==> src/rtl/ex_pkg.sv <==
`default_nettype none

package ex_pkg;

    localparam int DATA_W     = 32;
    localparam int PC_W       = 32;
    localparam int REG_ADDR_W = 5;

    typedef logic [DATA_W-1:0]     data_t;
    typedef logic [PC_W-1:0]       pc_t;
    typedef logic [REG_ADDR_W-1:0] reg_addr_t;
    typedef logic [3:0]            alu_ctrl_t;
    typedef logic [2:0]            branch_ctrl_t;
    typedef logic [1:0]            alu_src_t;
    typedef logic [1:0]            result_src_t;
    typedef logic [1:0]            fwd_sel_t;

    // ALU operations
    localparam alu_ctrl_t ALU_ADD   = 4'd0;
    localparam alu_ctrl_t ALU_SUB   = 4'd1;
    localparam alu_ctrl_t ALU_AND   = 4'd2;
    localparam alu_ctrl_t ALU_OR    = 4'd3;
    localparam alu_ctrl_t ALU_XOR   = 4'd4;
    localparam alu_ctrl_t ALU_SLL   = 4'd5;
    localparam alu_ctrl_t ALU_SRL   = 4'd6;
    localparam alu_ctrl_t ALU_SRA   = 4'd7;
    localparam alu_ctrl_t ALU_SLT   = 4'd8;
    localparam alu_ctrl_t ALU_SLTU  = 4'd9;
    localparam alu_ctrl_t ALU_PASSB = 4'd10;

    // Branch conditions follow funct3, jumps fill the gaps
    localparam branch_ctrl_t BR_EQ   = 3'b000;
    localparam branch_ctrl_t BR_NE   = 3'b001;
    localparam branch_ctrl_t BR_JAL  = 3'b010;
    localparam branch_ctrl_t BR_JALR = 3'b011;
    localparam branch_ctrl_t BR_LT   = 3'b100;
    localparam branch_ctrl_t BR_GE   = 3'b101;
    localparam branch_ctrl_t BR_LTU  = 3'b110;
    localparam branch_ctrl_t BR_GEU  = 3'b111;

    // Operand select bits
    localparam int ALU_SRC_IMM_BIT = 0;
    localparam int ALU_SRC_PC_BIT  = 1;

    // Bypass sources
    localparam fwd_sel_t FWD_RF  = 2'd0;
    localparam fwd_sel_t FWD_MEM = 2'd1;
    localparam fwd_sel_t FWD_WB  = 2'd2;

endpackage

`default_nettype wire

==> src/rtl/ex_bus_if.sv <==
`timescale 1ns/1ps
`default_nettype none

interface id_ex_if;
    ex_pkg::data_t        rs1_data;
    ex_pkg::data_t        rs2_data;
    ex_pkg::data_t        imm;
    ex_pkg::pc_t          pc;
    ex_pkg::pc_t          pc_plus4;
    ex_pkg::reg_addr_t    rs1;
    ex_pkg::reg_addr_t    rs2;
    ex_pkg::reg_addr_t    rd;
    ex_pkg::alu_ctrl_t    alu_ctrl;
    ex_pkg::branch_ctrl_t branch_ctrl;
    logic                 branch_valid;
    ex_pkg::alu_src_t     alu_src;
    ex_pkg::result_src_t  result_src;
    logic                 mem_write;
    logic                 reg_write;

    modport source (output rs1_data, rs2_data, imm, pc, pc_plus4, rs1, rs2, rd,
                    alu_ctrl, branch_ctrl, branch_valid, alu_src, result_src,
                    mem_write, reg_write);
    modport sink   (input  rs1_data, rs2_data, imm, pc, pc_plus4, rs1, rs2, rd,
                    alu_ctrl, branch_ctrl, branch_valid, alu_src, result_src,
                    mem_write, reg_write);
endinterface

interface ex_mem_if;
    ex_pkg::data_t       alu_result;
    ex_pkg::data_t       write_data;
    ex_pkg::pc_t         pc_plus4;
    ex_pkg::reg_addr_t   rd;
    ex_pkg::result_src_t result_src;
    logic                mem_write;
    logic                reg_write;

    modport source (output alu_result, write_data, pc_plus4, rd, result_src,
                    mem_write, reg_write);
    modport sink   (input  alu_result, write_data, pc_plus4, rd, result_src,
                    mem_write, reg_write);
endinterface

`default_nettype wire

==> src/rtl/alu.sv <==
`timescale 1ns/1ps
`default_nettype none

module alu (
    input  ex_pkg::alu_ctrl_t alu_ctrl,
    input  ex_pkg::data_t     in_a,
    input  ex_pkg::data_t     in_b,
    output ex_pkg::data_t     result
);
    import ex_pkg::*;

    logic [4:0] shamt;
    logic       lt_signed;
    logic       lt_unsigned;

    assign shamt       = in_b[4:0];
    assign lt_signed   = $signed(in_a) < $signed(in_b);
    assign lt_unsigned = in_a < in_b;

    always_comb begin
        case (alu_ctrl)
            ALU_ADD: begin
                result = in_a + in_b;
            end
            ALU_SUB: begin
                result = in_a - in_b;
            end
            ALU_AND: begin
                result = in_a & in_b;
            end
            ALU_OR: begin
                result = in_a | in_b;
            end
            ALU_XOR: begin
                result = in_a ^ in_b;
            end
            ALU_SLL: begin
                result = in_a << shamt;
            end
            ALU_SRL: begin
                result = in_a >> shamt;
            end
            ALU_SRA: begin
                result = data_t'($signed(in_a) >>> shamt);
            end
            ALU_SLT: begin
                result = {{(DATA_W-1){1'b0}}, lt_signed};
            end
            ALU_SLTU: begin
                result = {{(DATA_W-1){1'b0}}, lt_unsigned};
            end
            // lui arrives with the immediate on operand two
            ALU_PASSB: begin
                result = in_b;
            end
            default: begin
                result = '0;
            end
        endcase
    end

endmodule

`default_nettype wire

==> src/rtl/branch_unit.sv <==
`timescale 1ns/1ps
`default_nettype none

module branch_unit (
    input  ex_pkg::branch_ctrl_t branch_ctrl,
    input  logic                 branch_valid,
    input  ex_pkg::data_t        op_a,
    input  ex_pkg::data_t        op_b,
    input  ex_pkg::pc_t          pc,
    input  ex_pkg::data_t        imm,
    output logic                 pc_src,
    output ex_pkg::pc_t          branch_target
);
    import ex_pkg::*;

    logic  taken;
    data_t jalr_sum;

    always_comb begin
        case (branch_ctrl)
            BR_EQ:   taken = (op_a == op_b);
            BR_NE:   taken = (op_a != op_b);
            BR_LT:   taken = ($signed(op_a) < $signed(op_b));
            BR_GE:   taken = ($signed(op_a) >= $signed(op_b));
            BR_LTU:  taken = (op_a < op_b);
            BR_GEU:  taken = (op_a >= op_b);
            // jal and jalr
            default: taken = 1'b1;
        endcase
    end

    assign pc_src = branch_valid & taken;

    // jalr drops bit 0 of the register-relative sum
    assign jalr_sum = op_a + imm;

    always_comb begin
        if (branch_ctrl == BR_JALR) begin
            branch_target = {jalr_sum[PC_W-1:1], 1'b0};
        end else begin
            branch_target = pc + imm;
        end
    end

endmodule

`default_nettype wire

==> src/rtl/ex_mem_reg.sv <==
`timescale 1ns/1ps
`default_nettype none

module ex_mem_reg (
    input  logic                clk,
    input  logic                rst_n,
    ex_mem_if.sink              ex,
    output ex_pkg::data_t       alu_result,
    output ex_pkg::data_t       write_data,
    output ex_pkg::pc_t         pc_plus4,
    output ex_pkg::reg_addr_t   rd,
    output ex_pkg::result_src_t result_src,
    output logic                mem_write,
    output logic                reg_write
);

    // Control fields, cleared so nothing gets written after reset
    always_ff @(posedge clk) begin
        if (!rst_n) begin
            rd        <= '0;
            mem_write <= 1'b0;
            reg_write <= 1'b0;
        end else begin
            rd        <= ex.rd;
            mem_write <= ex.mem_write;
            reg_write <= ex.reg_write;
        end
    end

    // Payload
    always_ff @(posedge clk) begin
        alu_result <= ex.alu_result;
        write_data <= ex.write_data;
        pc_plus4   <= ex.pc_plus4;
        result_src <= ex.result_src;
    end

endmodule

`default_nettype wire

==> src/rtl/ex_stage_top.sv <==
`timescale 1ns/1ps
`default_nettype none

module ex_stage_top (
    input  logic                 clk,
    input  logic                 rst_n,
    input  ex_pkg::data_t        rs1_data,
    input  ex_pkg::data_t        rs2_data,
    input  ex_pkg::data_t        imm,
    input  ex_pkg::pc_t          pc,
    input  ex_pkg::pc_t          pc_plus4,
    input  ex_pkg::reg_addr_t    rs1,
    input  ex_pkg::reg_addr_t    rs2,
    input  ex_pkg::reg_addr_t    rd,
    input  ex_pkg::alu_ctrl_t    alu_ctrl,
    input  ex_pkg::branch_ctrl_t branch_ctrl,
    input  logic                 branch_valid,
    input  ex_pkg::alu_src_t     alu_src,
    input  ex_pkg::result_src_t  result_src,
    input  logic                 mem_write,
    input  logic                 reg_write,
    input  ex_pkg::reg_addr_t    mem_rd,
    input  logic                 mem_reg_write,
    input  ex_pkg::data_t        mem_result,
    input  ex_pkg::reg_addr_t    wb_rd,
    input  logic                 wb_reg_write,
    input  ex_pkg::data_t        wb_result,
    output logic                 pc_src,
    output ex_pkg::pc_t          branch_target,
    output ex_pkg::data_t        ex_mem_alu_result,
    output ex_pkg::data_t        ex_mem_write_data,
    output ex_pkg::pc_t          ex_mem_pc_plus4,
    output ex_pkg::reg_addr_t    ex_mem_rd,
    output ex_pkg::result_src_t  ex_mem_result_src,
    output logic                 ex_mem_mem_write,
    output logic                 ex_mem_reg_write
);

    id_ex_if  id_ex ();
    ex_mem_if ex_mem ();

    assign id_ex.rs1_data     = rs1_data;
    assign id_ex.rs2_data     = rs2_data;
    assign id_ex.imm          = imm;
    assign id_ex.pc           = pc;
    assign id_ex.pc_plus4     = pc_plus4;
    assign id_ex.rs1          = rs1;
    assign id_ex.rs2          = rs2;
    assign id_ex.rd           = rd;
    assign id_ex.alu_ctrl     = alu_ctrl;
    assign id_ex.branch_ctrl  = branch_ctrl;
    assign id_ex.branch_valid = branch_valid;
    assign id_ex.alu_src      = alu_src;
    assign id_ex.result_src   = result_src;
    assign id_ex.mem_write    = mem_write;
    assign id_ex.reg_write    = reg_write;

    execute u_execute (
        .id            (id_ex.sink),
        .mem_rd        (mem_rd),
        .mem_reg_write (mem_reg_write),
        .mem_result    (mem_result),
        .wb_rd         (wb_rd),
        .wb_reg_write  (wb_reg_write),
        .wb_result     (wb_result),
        .pc_src        (pc_src),
        .branch_target (branch_target),
        .ex_mem        (ex_mem.source)
    );

    ex_mem_reg u_ex_mem_reg (
        .clk        (clk),
        .rst_n      (rst_n),
        .ex         (ex_mem.sink),
        .alu_result (ex_mem_alu_result),
        .write_data (ex_mem_write_data),
        .pc_plus4   (ex_mem_pc_plus4),
        .rd         (ex_mem_rd),
        .result_src (ex_mem_result_src),
        .mem_write  (ex_mem_mem_write),
        .reg_write  (ex_mem_reg_write)
    );

endmodule

`default_nettype wire

==> src/rtl/execute.sv <==
`timescale 1ns/1ps
`default_nettype none

module execute (
    id_ex_if.sink             id,
    input  ex_pkg::reg_addr_t mem_rd,
    input  logic              mem_reg_write,
    input  ex_pkg::data_t     mem_result,
    input  ex_pkg::reg_addr_t wb_rd,
    input  logic              wb_reg_write,
    input  ex_pkg::data_t     wb_result,
    output logic              pc_src,
    output ex_pkg::pc_t       branch_target,
    ex_mem_if.source          ex_mem
);
    import ex_pkg::*;

    data_t op_a;
    data_t op_b;
    data_t alu_in_a;
    data_t alu_in_b;
    data_t alu_out;

    forward_unit u_forward (
        .rs1           (id.rs1),
        .rs2           (id.rs2),
        .rs1_data      (id.rs1_data),
        .rs2_data      (id.rs2_data),
        .mem_rd        (mem_rd),
        .mem_reg_write (mem_reg_write),
        .mem_result    (mem_result),
        .wb_rd         (wb_rd),
        .wb_reg_write  (wb_reg_write),
        .wb_result     (wb_result),
        .op_a          (op_a),
        .op_b          (op_b)
    );

    // auipc and jal take the PC, immediates replace operand two
    assign alu_in_a = id.alu_src[ALU_SRC_PC_BIT]  ? id.pc  : op_a;
    assign alu_in_b = id.alu_src[ALU_SRC_IMM_BIT] ? id.imm : op_b;

    alu u_alu (
        .alu_ctrl (id.alu_ctrl),
        .in_a     (alu_in_a),
        .in_b     (alu_in_b),
        .result   (alu_out)
    );

    branch_unit u_branch (
        .branch_ctrl   (id.branch_ctrl),
        .branch_valid  (id.branch_valid),
        .op_a          (op_a),
        .op_b          (op_b),
        .pc            (id.pc),
        .imm           (id.imm),
        .pc_src        (pc_src),
        .branch_target (branch_target)
    );

    assign ex_mem.alu_result = alu_out;
    // Store data is the bypassed rs2 value
    assign ex_mem.write_data = op_b;
    assign ex_mem.pc_plus4   = id.pc_plus4;
    assign ex_mem.rd         = id.rd;
    assign ex_mem.result_src = id.result_src;
    assign ex_mem.mem_write  = id.mem_write;
    assign ex_mem.reg_write  = id.reg_write;

endmodule

`default_nettype wire

==> src/rtl/forward_unit.sv <==
`timescale 1ns/1ps
`default_nettype none

module forward_unit (
    input  ex_pkg::reg_addr_t rs1,
    input  ex_pkg::reg_addr_t rs2,
    input  ex_pkg::data_t     rs1_data,
    input  ex_pkg::data_t     rs2_data,
    input  ex_pkg::reg_addr_t mem_rd,
    input  logic              mem_reg_write,
    input  ex_pkg::data_t     mem_result,
    input  ex_pkg::reg_addr_t wb_rd,
    input  logic              wb_reg_write,
    input  ex_pkg::data_t     wb_result,
    output ex_pkg::data_t     op_a,
    output ex_pkg::data_t     op_b
);
    import ex_pkg::*;

    fwd_sel_t sel_a;
    fwd_sel_t sel_b;

    // Newest writer of a nonzero register wins
    function automatic fwd_sel_t pick_source(input reg_addr_t rs);
        if (mem_reg_write && (mem_rd != '0) && (mem_rd == rs)) begin
            return FWD_MEM;
        end else if (wb_reg_write && (wb_rd != '0) && (wb_rd == rs)) begin
            return FWD_WB;
        end
        return FWD_RF;
    endfunction

    function automatic data_t bypass(input fwd_sel_t sel, input data_t rf_value);
        case (sel)
            FWD_MEM: return mem_result;
            FWD_WB:  return wb_result;
            default: return rf_value;
        endcase
    endfunction

    assign sel_a = pick_source(rs1);
    assign sel_b = pick_source(rs2);

    assign op_a = bypass(sel_a, rs1_data);
    assign op_b = bypass(sel_b, rs2_data);

endmodule

`default_nettype wire
==> config.mk <==
export PLATFORM = sky130hd
export DESIGN_NAME = ex_stage_top
export DESIGN_NICKNAME = d
export VERILOG_FILES = /design/src/rtl/ex_pkg.sv /design/src/rtl/ex_bus_if.sv /design/src/rtl/alu.sv /design/src/rtl/branch_unit.sv /design/src/rtl/ex_mem_reg.sv /design/src/rtl/ex_stage_top.sv /design/src/rtl/execute.sv /design/src/rtl/forward_unit.sv
export SDC_FILE = /design/constraint.sdc
export NUM_CORES = 1
export LEC_CHECK = 0
export BUFFER_PORTS_ARGS = -buffer_cell sky130_fd_sc_hd__buf_2
export CAP_MARGIN = 30
export CORE_ASPECT_RATIO = 0.75
export CORE_UTILIZATION = 40
export DETAILED_ROUTE_END_ITERATION = 7
export PLACE_DENSITY = 0.61
export SLEW_MARGIN = 10
export SYNTH_ARGS = -nofsm -noshare
export SYNTH_HDL_FRONTEND = slang
export SYNTH_SLANG_ARGS = --single-unit
==> constraint.sdc <==
create_clock -name clk -period 8.6 [get_ports clk]
set_input_delay 0 -clock clk [delete_from_list [all_inputs] [get_ports clk]]
set_output_delay 0 -clock clk [all_outputs]
set_load 0.02 [all_outputs]
==> results.txt, run 1 <==
Fillers = 4,434
height of the die = 184 um
setup bufs post-CTS = 0
minimum clock period after layout = 6.38 ns
sequential cell area = 2100 um2
GRT Overall Usage = 39.0%
Syn Std Cell Area = 17,600 um2
hold path start = mem_result[23]
aggregate global routing overflow = 0
FF+latch count, synth = 105
Tcrit/Tclk final = 74.1%
status = completed
largest net degree at the start of global routing = 64
Main synth FF type = dfxtp_1
Power Density = 136 nW/um2
placed cell area = 20,300 um2
Cells after Synth = 2,400
Yosys warning total = 0
RD Place Congestion = 1.10
DR WL/cell = 27.0 um
Post-route DRC = 0
sequential area share after synthesis = 11.9%
Worst-path clk slew = 0.11 ns
Post-CTS Hold Fix Bufs = 58
Root Driver = clkbuf_16
routed via count = 22,000
Async SR Flop Fraction = 0%
Power Total = 2.89 mW
Post-Syn Area per Cell = 7.35 um2
Inserted Clock Buffers = 9
Yosys cell types = 93
number of port buffers = 404
post-cts gate resize count = 0
MaxCap Viol Count = 0
drt pass-1 iters = 7
setup_tns = 0 ns
fin nets = 3,260
Slew HR = 31.0%
biggest area consumer among synthesized cells = ha_1
Hold Slack = 0.0239 ns
syn nets = 2,872
vias per inst = 6.51
Initial Util = 40.6%
DP HPWL = 72,200 um
CTS max path bufs = 2
initial antenna violation count = 9
top cells by count, synth = mux2i_1, ha_1, nand2_1, a21oi_1, o21ai_0
Max FO, Critical Path = 29
initial DRC count = 3,636
Pleak = 10.0 nW
row count = 66
Hold/Removal Path Class = input pin to flip-flop
H-tree levels = 3
CTS tree = yes
critical path start-end classification = input pin to flip-flop
Detail Route Antenna Nets = 0
post-route cell area = 21,200 um2
CORE AREA = 43,400 um2
Synth top area share = 14.3%
RSZ-0062 raised after global routing = no
global-route wire length before repair = 131,000 um
Startpoint Class = input pin
DRT Wirelength = 91,100 um
CP Data Arrival Time = 6.66 ns
fmax = 157 MHz
Area Growth Syn to Fin = 20.1%
Critical Path End Type = flip-flop
Multi-input gate area = 14,400 um2
Final setup viols = 0
Critical Path RT = 8.89 ns
VDD IR max = 122 uV
Least-Margin Pin Slew = 1.03 ns
clock tree sinks = 105
most numerous cell in the Yosys netlist = mux2i_1
# IOs = 405
Worst Hold Path EP = u_ex_mem_reg.write_data[23]
Final Hold Viols = 0
share of cells above drive strength 1 = 20.3%
EDFF count, synth = 0
Synth area leaders = ha_1, dfxtp_1, mux2i_1, a21oi_1, o21ai_0
max-slew violations = 0
Die Width = 244 um
hold path cells = 4
die area = 44,900 um2
vias in the first global route = 20,000
worst max-delay path by stage:
stage	end	startpoint	depth (start not counted)	slack (ns)
after floorplan	u_ex_mem_reg.alu_result[26]	wb_rd[3]	24	3.36
after global placement	u_ex_mem_reg.alu_result[31]	wb_rd[3]	20	2.15
after detailed placement	u_ex_mem_reg.alu_result[29]	wb_rd[0]	20	1.90
after CTS	u_ex_mem_reg.alu_result[31]	wb_rd[0]	20	2.33
after global routing	u_ex_mem_reg.alu_result[29]	wb_rd[0]	20	1.73
final	u_ex_mem_reg.alu_result[29]	wb_rd[0]	20	2.22
sequential cells by signal, summed over array words and instances, names as in the netlist:
register,cells
u_ex_mem_reg.alu_result,32
u_ex_mem_reg.mem_write,1
u_ex_mem_reg.pc_plus4,32
u_ex_mem_reg.rd,5
u_ex_mem_reg.reg_write,1
u_ex_mem_reg.result_src,2
u_ex_mem_reg.write_data,32
report_power, final:
group | switching (mW) | total (mW) | internal [mW]
Clock | 0.255 | 0.460 | 0.205
Sequential | 0.0242 | 0.565 | 0.541
Combinational | 1.21 | 1.87 | 0.651
cell type report:
cell class / count / area share (%)
timing repair buffer: 528 / 14.6
clock inverter: 6 / 0.284
inverter: 154 / 2.74
clock buffer: 10 / 1.08
sequential: 105 / 9.93
tap: 578 / 3.42
antenna: 6 / 0.0709
multi-input combinational: 1990 / 67.9
cells in the final DEF (no fill, tap or decap), types with 12 or more instances in the layout:
cell	n
a211oi_1	31
a21o_1	70
a21oi_1	190
a221o_1	12
a221oi_1	26
a22oi_1	21
a311oi_1	13
a31oi_1	64
and2_1	16
and3_1	14
buf_2	407
buf_4	61
dfxtp_1	105
dlygate4sd3_1	58
ha_1	201
inv_1	151
mux2_2	13
mux2i_1	201
nand2_1	193
nand2b_1	19
nand3_1	58
nand4_1	24
nor2_1	142
nor2b_1	13
nor3_1	64
o211ai_1	26
o21a_1	19
o21ai_0	181
o21bai_1	29
o221ai_1	18
o22ai_1	28
or2_2	14
or3_1	15
xnor2_1	45
xor2_1	38
logic make-up after synthesis:
logic type,share of synthesized area (%)
xor+xnor,4.12
simple gates,16.5
mux,13.3
fa+ha+maj,14.7
flops,11.9
buf+inv,6.95
compound gates,32.6
metrics by stage:
stage	setup slack (ns)	std cells	util [%]
2_1_floorplan	3.36	2400	-
3_5_place_dp	1.90	3293	46.7
3_3_place_gp	2.15	3289	46.6
4_1_cts	2.33	3367	48.7
5_1_grt	1.73	3377	48.7
6_report	2.22	3377	48.7
critical path, cell delays in order:
cell and delay [ns]:
buf_2 0.15, xor2_1 0.17, nor3_1 0.57, and3_2 0.98, mux2i_1 0.28, nand2_1 0.07, o21ai_0 0.17, nor2_1 0.07
a21oi_1 0.42, inv_1 0.14, ha_1 0.45, or3_1 0.46, or4_1 0.48, o31ai_1 0.60, o21ai_1 0.26, a211oi_1 0.59
nor2_1 0.14, a31o_2 0.23, a311oi_1 0.26, o21ai_0 0.13
routing by layer:
metal  part of all wire, %  GRT usage, %  wire length, um
met1                    43          54.8            38900
met2                    42          57.9            37900
met3                    13          10.6            11400
met4                   3.1          10.8             2850
met5                 0.025             0               23
No activity file was read; power rests on OpenSTA's default activity.
==> run 2: changes to the inputs <==
Settings changed: PLACE_DENSITY 0.61 to 0.64.
Clock period 8.6 ns to 5.5 ns, I/O delays scaled along.
==> results.txt, run 2 (synthesis gave the netlist of run 1 again) <==
Area Growth Syn to Fin = 25.5%
Max FO, Critical Path = 25 (-14%)
aggregate global routing overflow = 0 (unchanged)
most common cell after layout, fill and taps aside = buf_2
Power Density = 213 nW/um2 (+56%)
initial antenna violation count = 12 (+3)
Detail Route Antenna Nets = 0 (unchanged)
placed cell area = 21,200 um2 (+4.7%)
DP Worst Slack = -0.0132 ns (-1.91 ns)
vias in the first global route = 20,600 (+2.8%)
Fillers = 4,392 (-0.95%)
# IOs = 405 (unchanged)
Pleak = 10.6 nW (+6.0%)
Inserted Clock Buffers = 9 (unchanged)
VDD IR max = 155 uV (+27%)
number of port buffers = 404 (unchanged)
fin nets = 3,377 (+3.6%)
clock tree sinks = 105 (unchanged)
Worst Hold Path EP = u_ex_mem_reg.write_data[30]
status = completed
Critical Path RT = 5.50 ns (-3.39 ns)
setup bufs post-CTS = 0 (unchanged)
max-slew violations = 0 (unchanged)
MaxCap Viol Count = 0 (unchanged)
Die Width = 244 um (unchanged)
Startpoint Class = input pin
largest net degree at the start of global routing = 57 (-11%)
CTS tree = yes
Initial Util = 40.6% (unchanged)
Slew HR = 31.0% (+0.078 points)
post-route cell area = 22,100 um2 (+4.5%)
Hold/Removal Path Class = input pin to flip-flop
CORE AREA = 43,400 um2 (unchanged)
height of the die = 184 um (unchanged)
final worst slack = 0.193 ns (-2.03 ns)
Tcrit/Tclk final = 96.5%
hold path cells = 4 (unchanged)
share of cells above drive strength 1 = 23.6% (+3.3 points)
commonest non-fill, non-tap cells in the layout = buf_2, mux2i_1, ha_1
minimum clock period after layout = 5.31 ns
Critical Path End Type = primary output
vias per inst = 6.35 (-2.4%)
die area = 44,900 um2 (unchanged)
Least-Margin Pin Slew = 1.02 ns (-0.00577 ns)
CP Data Arrival Time = 5.31 ns (-1.35 ns)
row count = 66 (unchanged)
Final setup viols = 0 (unchanged)
DP HPWL = 76,800 um (+6.4%)
drt pass-1 iters = 7 (unchanged)
global-route wire length before repair = 136,000 um (+3.6%)
DR WL/cell = 27.0 um (+0.22%)
routed via count = 22,200 (+1.0%)
RSZ-0062 raised after global routing = no
Worst-path clk slew = 0.09 ns (-0.02 ns)
Root Driver = clkbuf_16
H-tree levels = 3 (unchanged)
biggest regs = u_ex_mem_reg.alu_result: 32 flops, u_ex_mem_reg.pc_plus4: 32 flops, u_ex_mem_reg.write_data: 32 flops
fmax = 188 MHz
GRT Overall Usage = 40.7% (+1.7 points)
Post-route DRC = 0 (unchanged)
CTS max path bufs = 2 (unchanged)
initial DRC count = 2,918 (-20%)
DRT Wirelength = 94,500 um (+3.7%)
RD Place Congestion = 1.08 (-2.0%)
Final Hold Viols = 0 (unchanged)
critical path start-end classification = input pin to primary output
hold path start = mem_result[30]
run 2: changes by cell type in the layout (fill, tap and decap cells not counted), moves of 2 or more:
cell and change:
o21ai_0 -2, buf_12 +3, clkinv_4 -2, o21ai_1 +2
inv_8 +3, buf_4 +118
run 2: metal layers:
metal / wire (um) / vias up / part of all wire [%] / track usage (%)
met1: 41400 / 10600 / 44 / 57.2
met3: 12500 / 151 / 13 / 13.8
li1: - / 9983 / - / -
met4: 2620 / 6 / 2.8 / 12.2
met5: 36 / - / 0.038 / 0.545
met2: 37900 / 1456 / 40 / 57.7
run 2: power breakdown:
part	internal (mW)	leakage [nW]	switching [mW]
Combinational	1.14	9.60	1.97
Clock	0.331	0.152	0.406
Sequential	0.845	0.883	0.0315
run 2: final cells by class:
cell class / count / area (um2) / area share [%]
Antenna cell: 7 / 17.5 / 0.0791
Clock buffer: 9 / 225 / 1.02
Timing Repair Buffer: 645 / 4010 / 18.1
Sequential cell: 105 / 2100 / 9.50
Clock inverter: 7 / 83.8 / 0.379
Multi-Input combinational cell: 1990 / 14400 / 65.0
Tap cell: 578 / 723 / 3.27
Inverter: 154 / 579 / 2.62
run 2: worst max-delay path by stage:
stage,from,to,slack (ns)
2_1_floorplan,wb_rd[3],u_ex_mem_reg.alu_result[26],0.26
4_1_cts,mem_rd[0],branch_target[31],0.30
3_3_place_gp,wb_rd[2],u_ex_mem_reg.alu_result[30],0.10
3_5_place_dp,wb_rd[2],u_ex_mem_reg.alu_result[26],-0.01
6_report,wb_rd[2],branch_target[30],0.19
5_1_grt,wb_rd[3],u_ex_mem_reg.alu_result[26],0.008
run 2: through the flow:
stage               power, mW  hold slack, ns  util, %  TNS (ns)  cells
floorplan                2.67          0.0277        -         0   2400
global placement         3.81           0.103     48.8         0   3413
detailed placement       3.82           0.104     48.9   -0.0205   3415
CTS                      4.61         0.00302     50.9         0   3488
global route             4.93          0.0364     51.0         0   3494
finish                   4.72          0.0215     51.0         0   3495
run 2: what timing repair did:
action,in CTS,in global routing
gates resized for setup,0,4
hold buffers,57,0
endpoints found under the hold margin,50,0
setup endpoints to repair,0,4
run 2: worst max-delay path, cell delays in order:
cell      delay, ns
buf_2          0.12
or4_4          0.53
o211ai_1       0.24
buf_4          0.20
buf_4          0.27
o21ai_0        0.16
a31oi_1        0.38
ha_1           0.38
a21o_1         0.19
a221o_1        0.30
a31oi_1        0.28
o21bai_1       0.25
a31o_2         0.31
o2111a_1       0.26
nor3_1         0.49
o31ai_1        0.22
a31oi_1        0.24
xor2_1         0.16
mux2i_1        0.09
buf_2          0.21
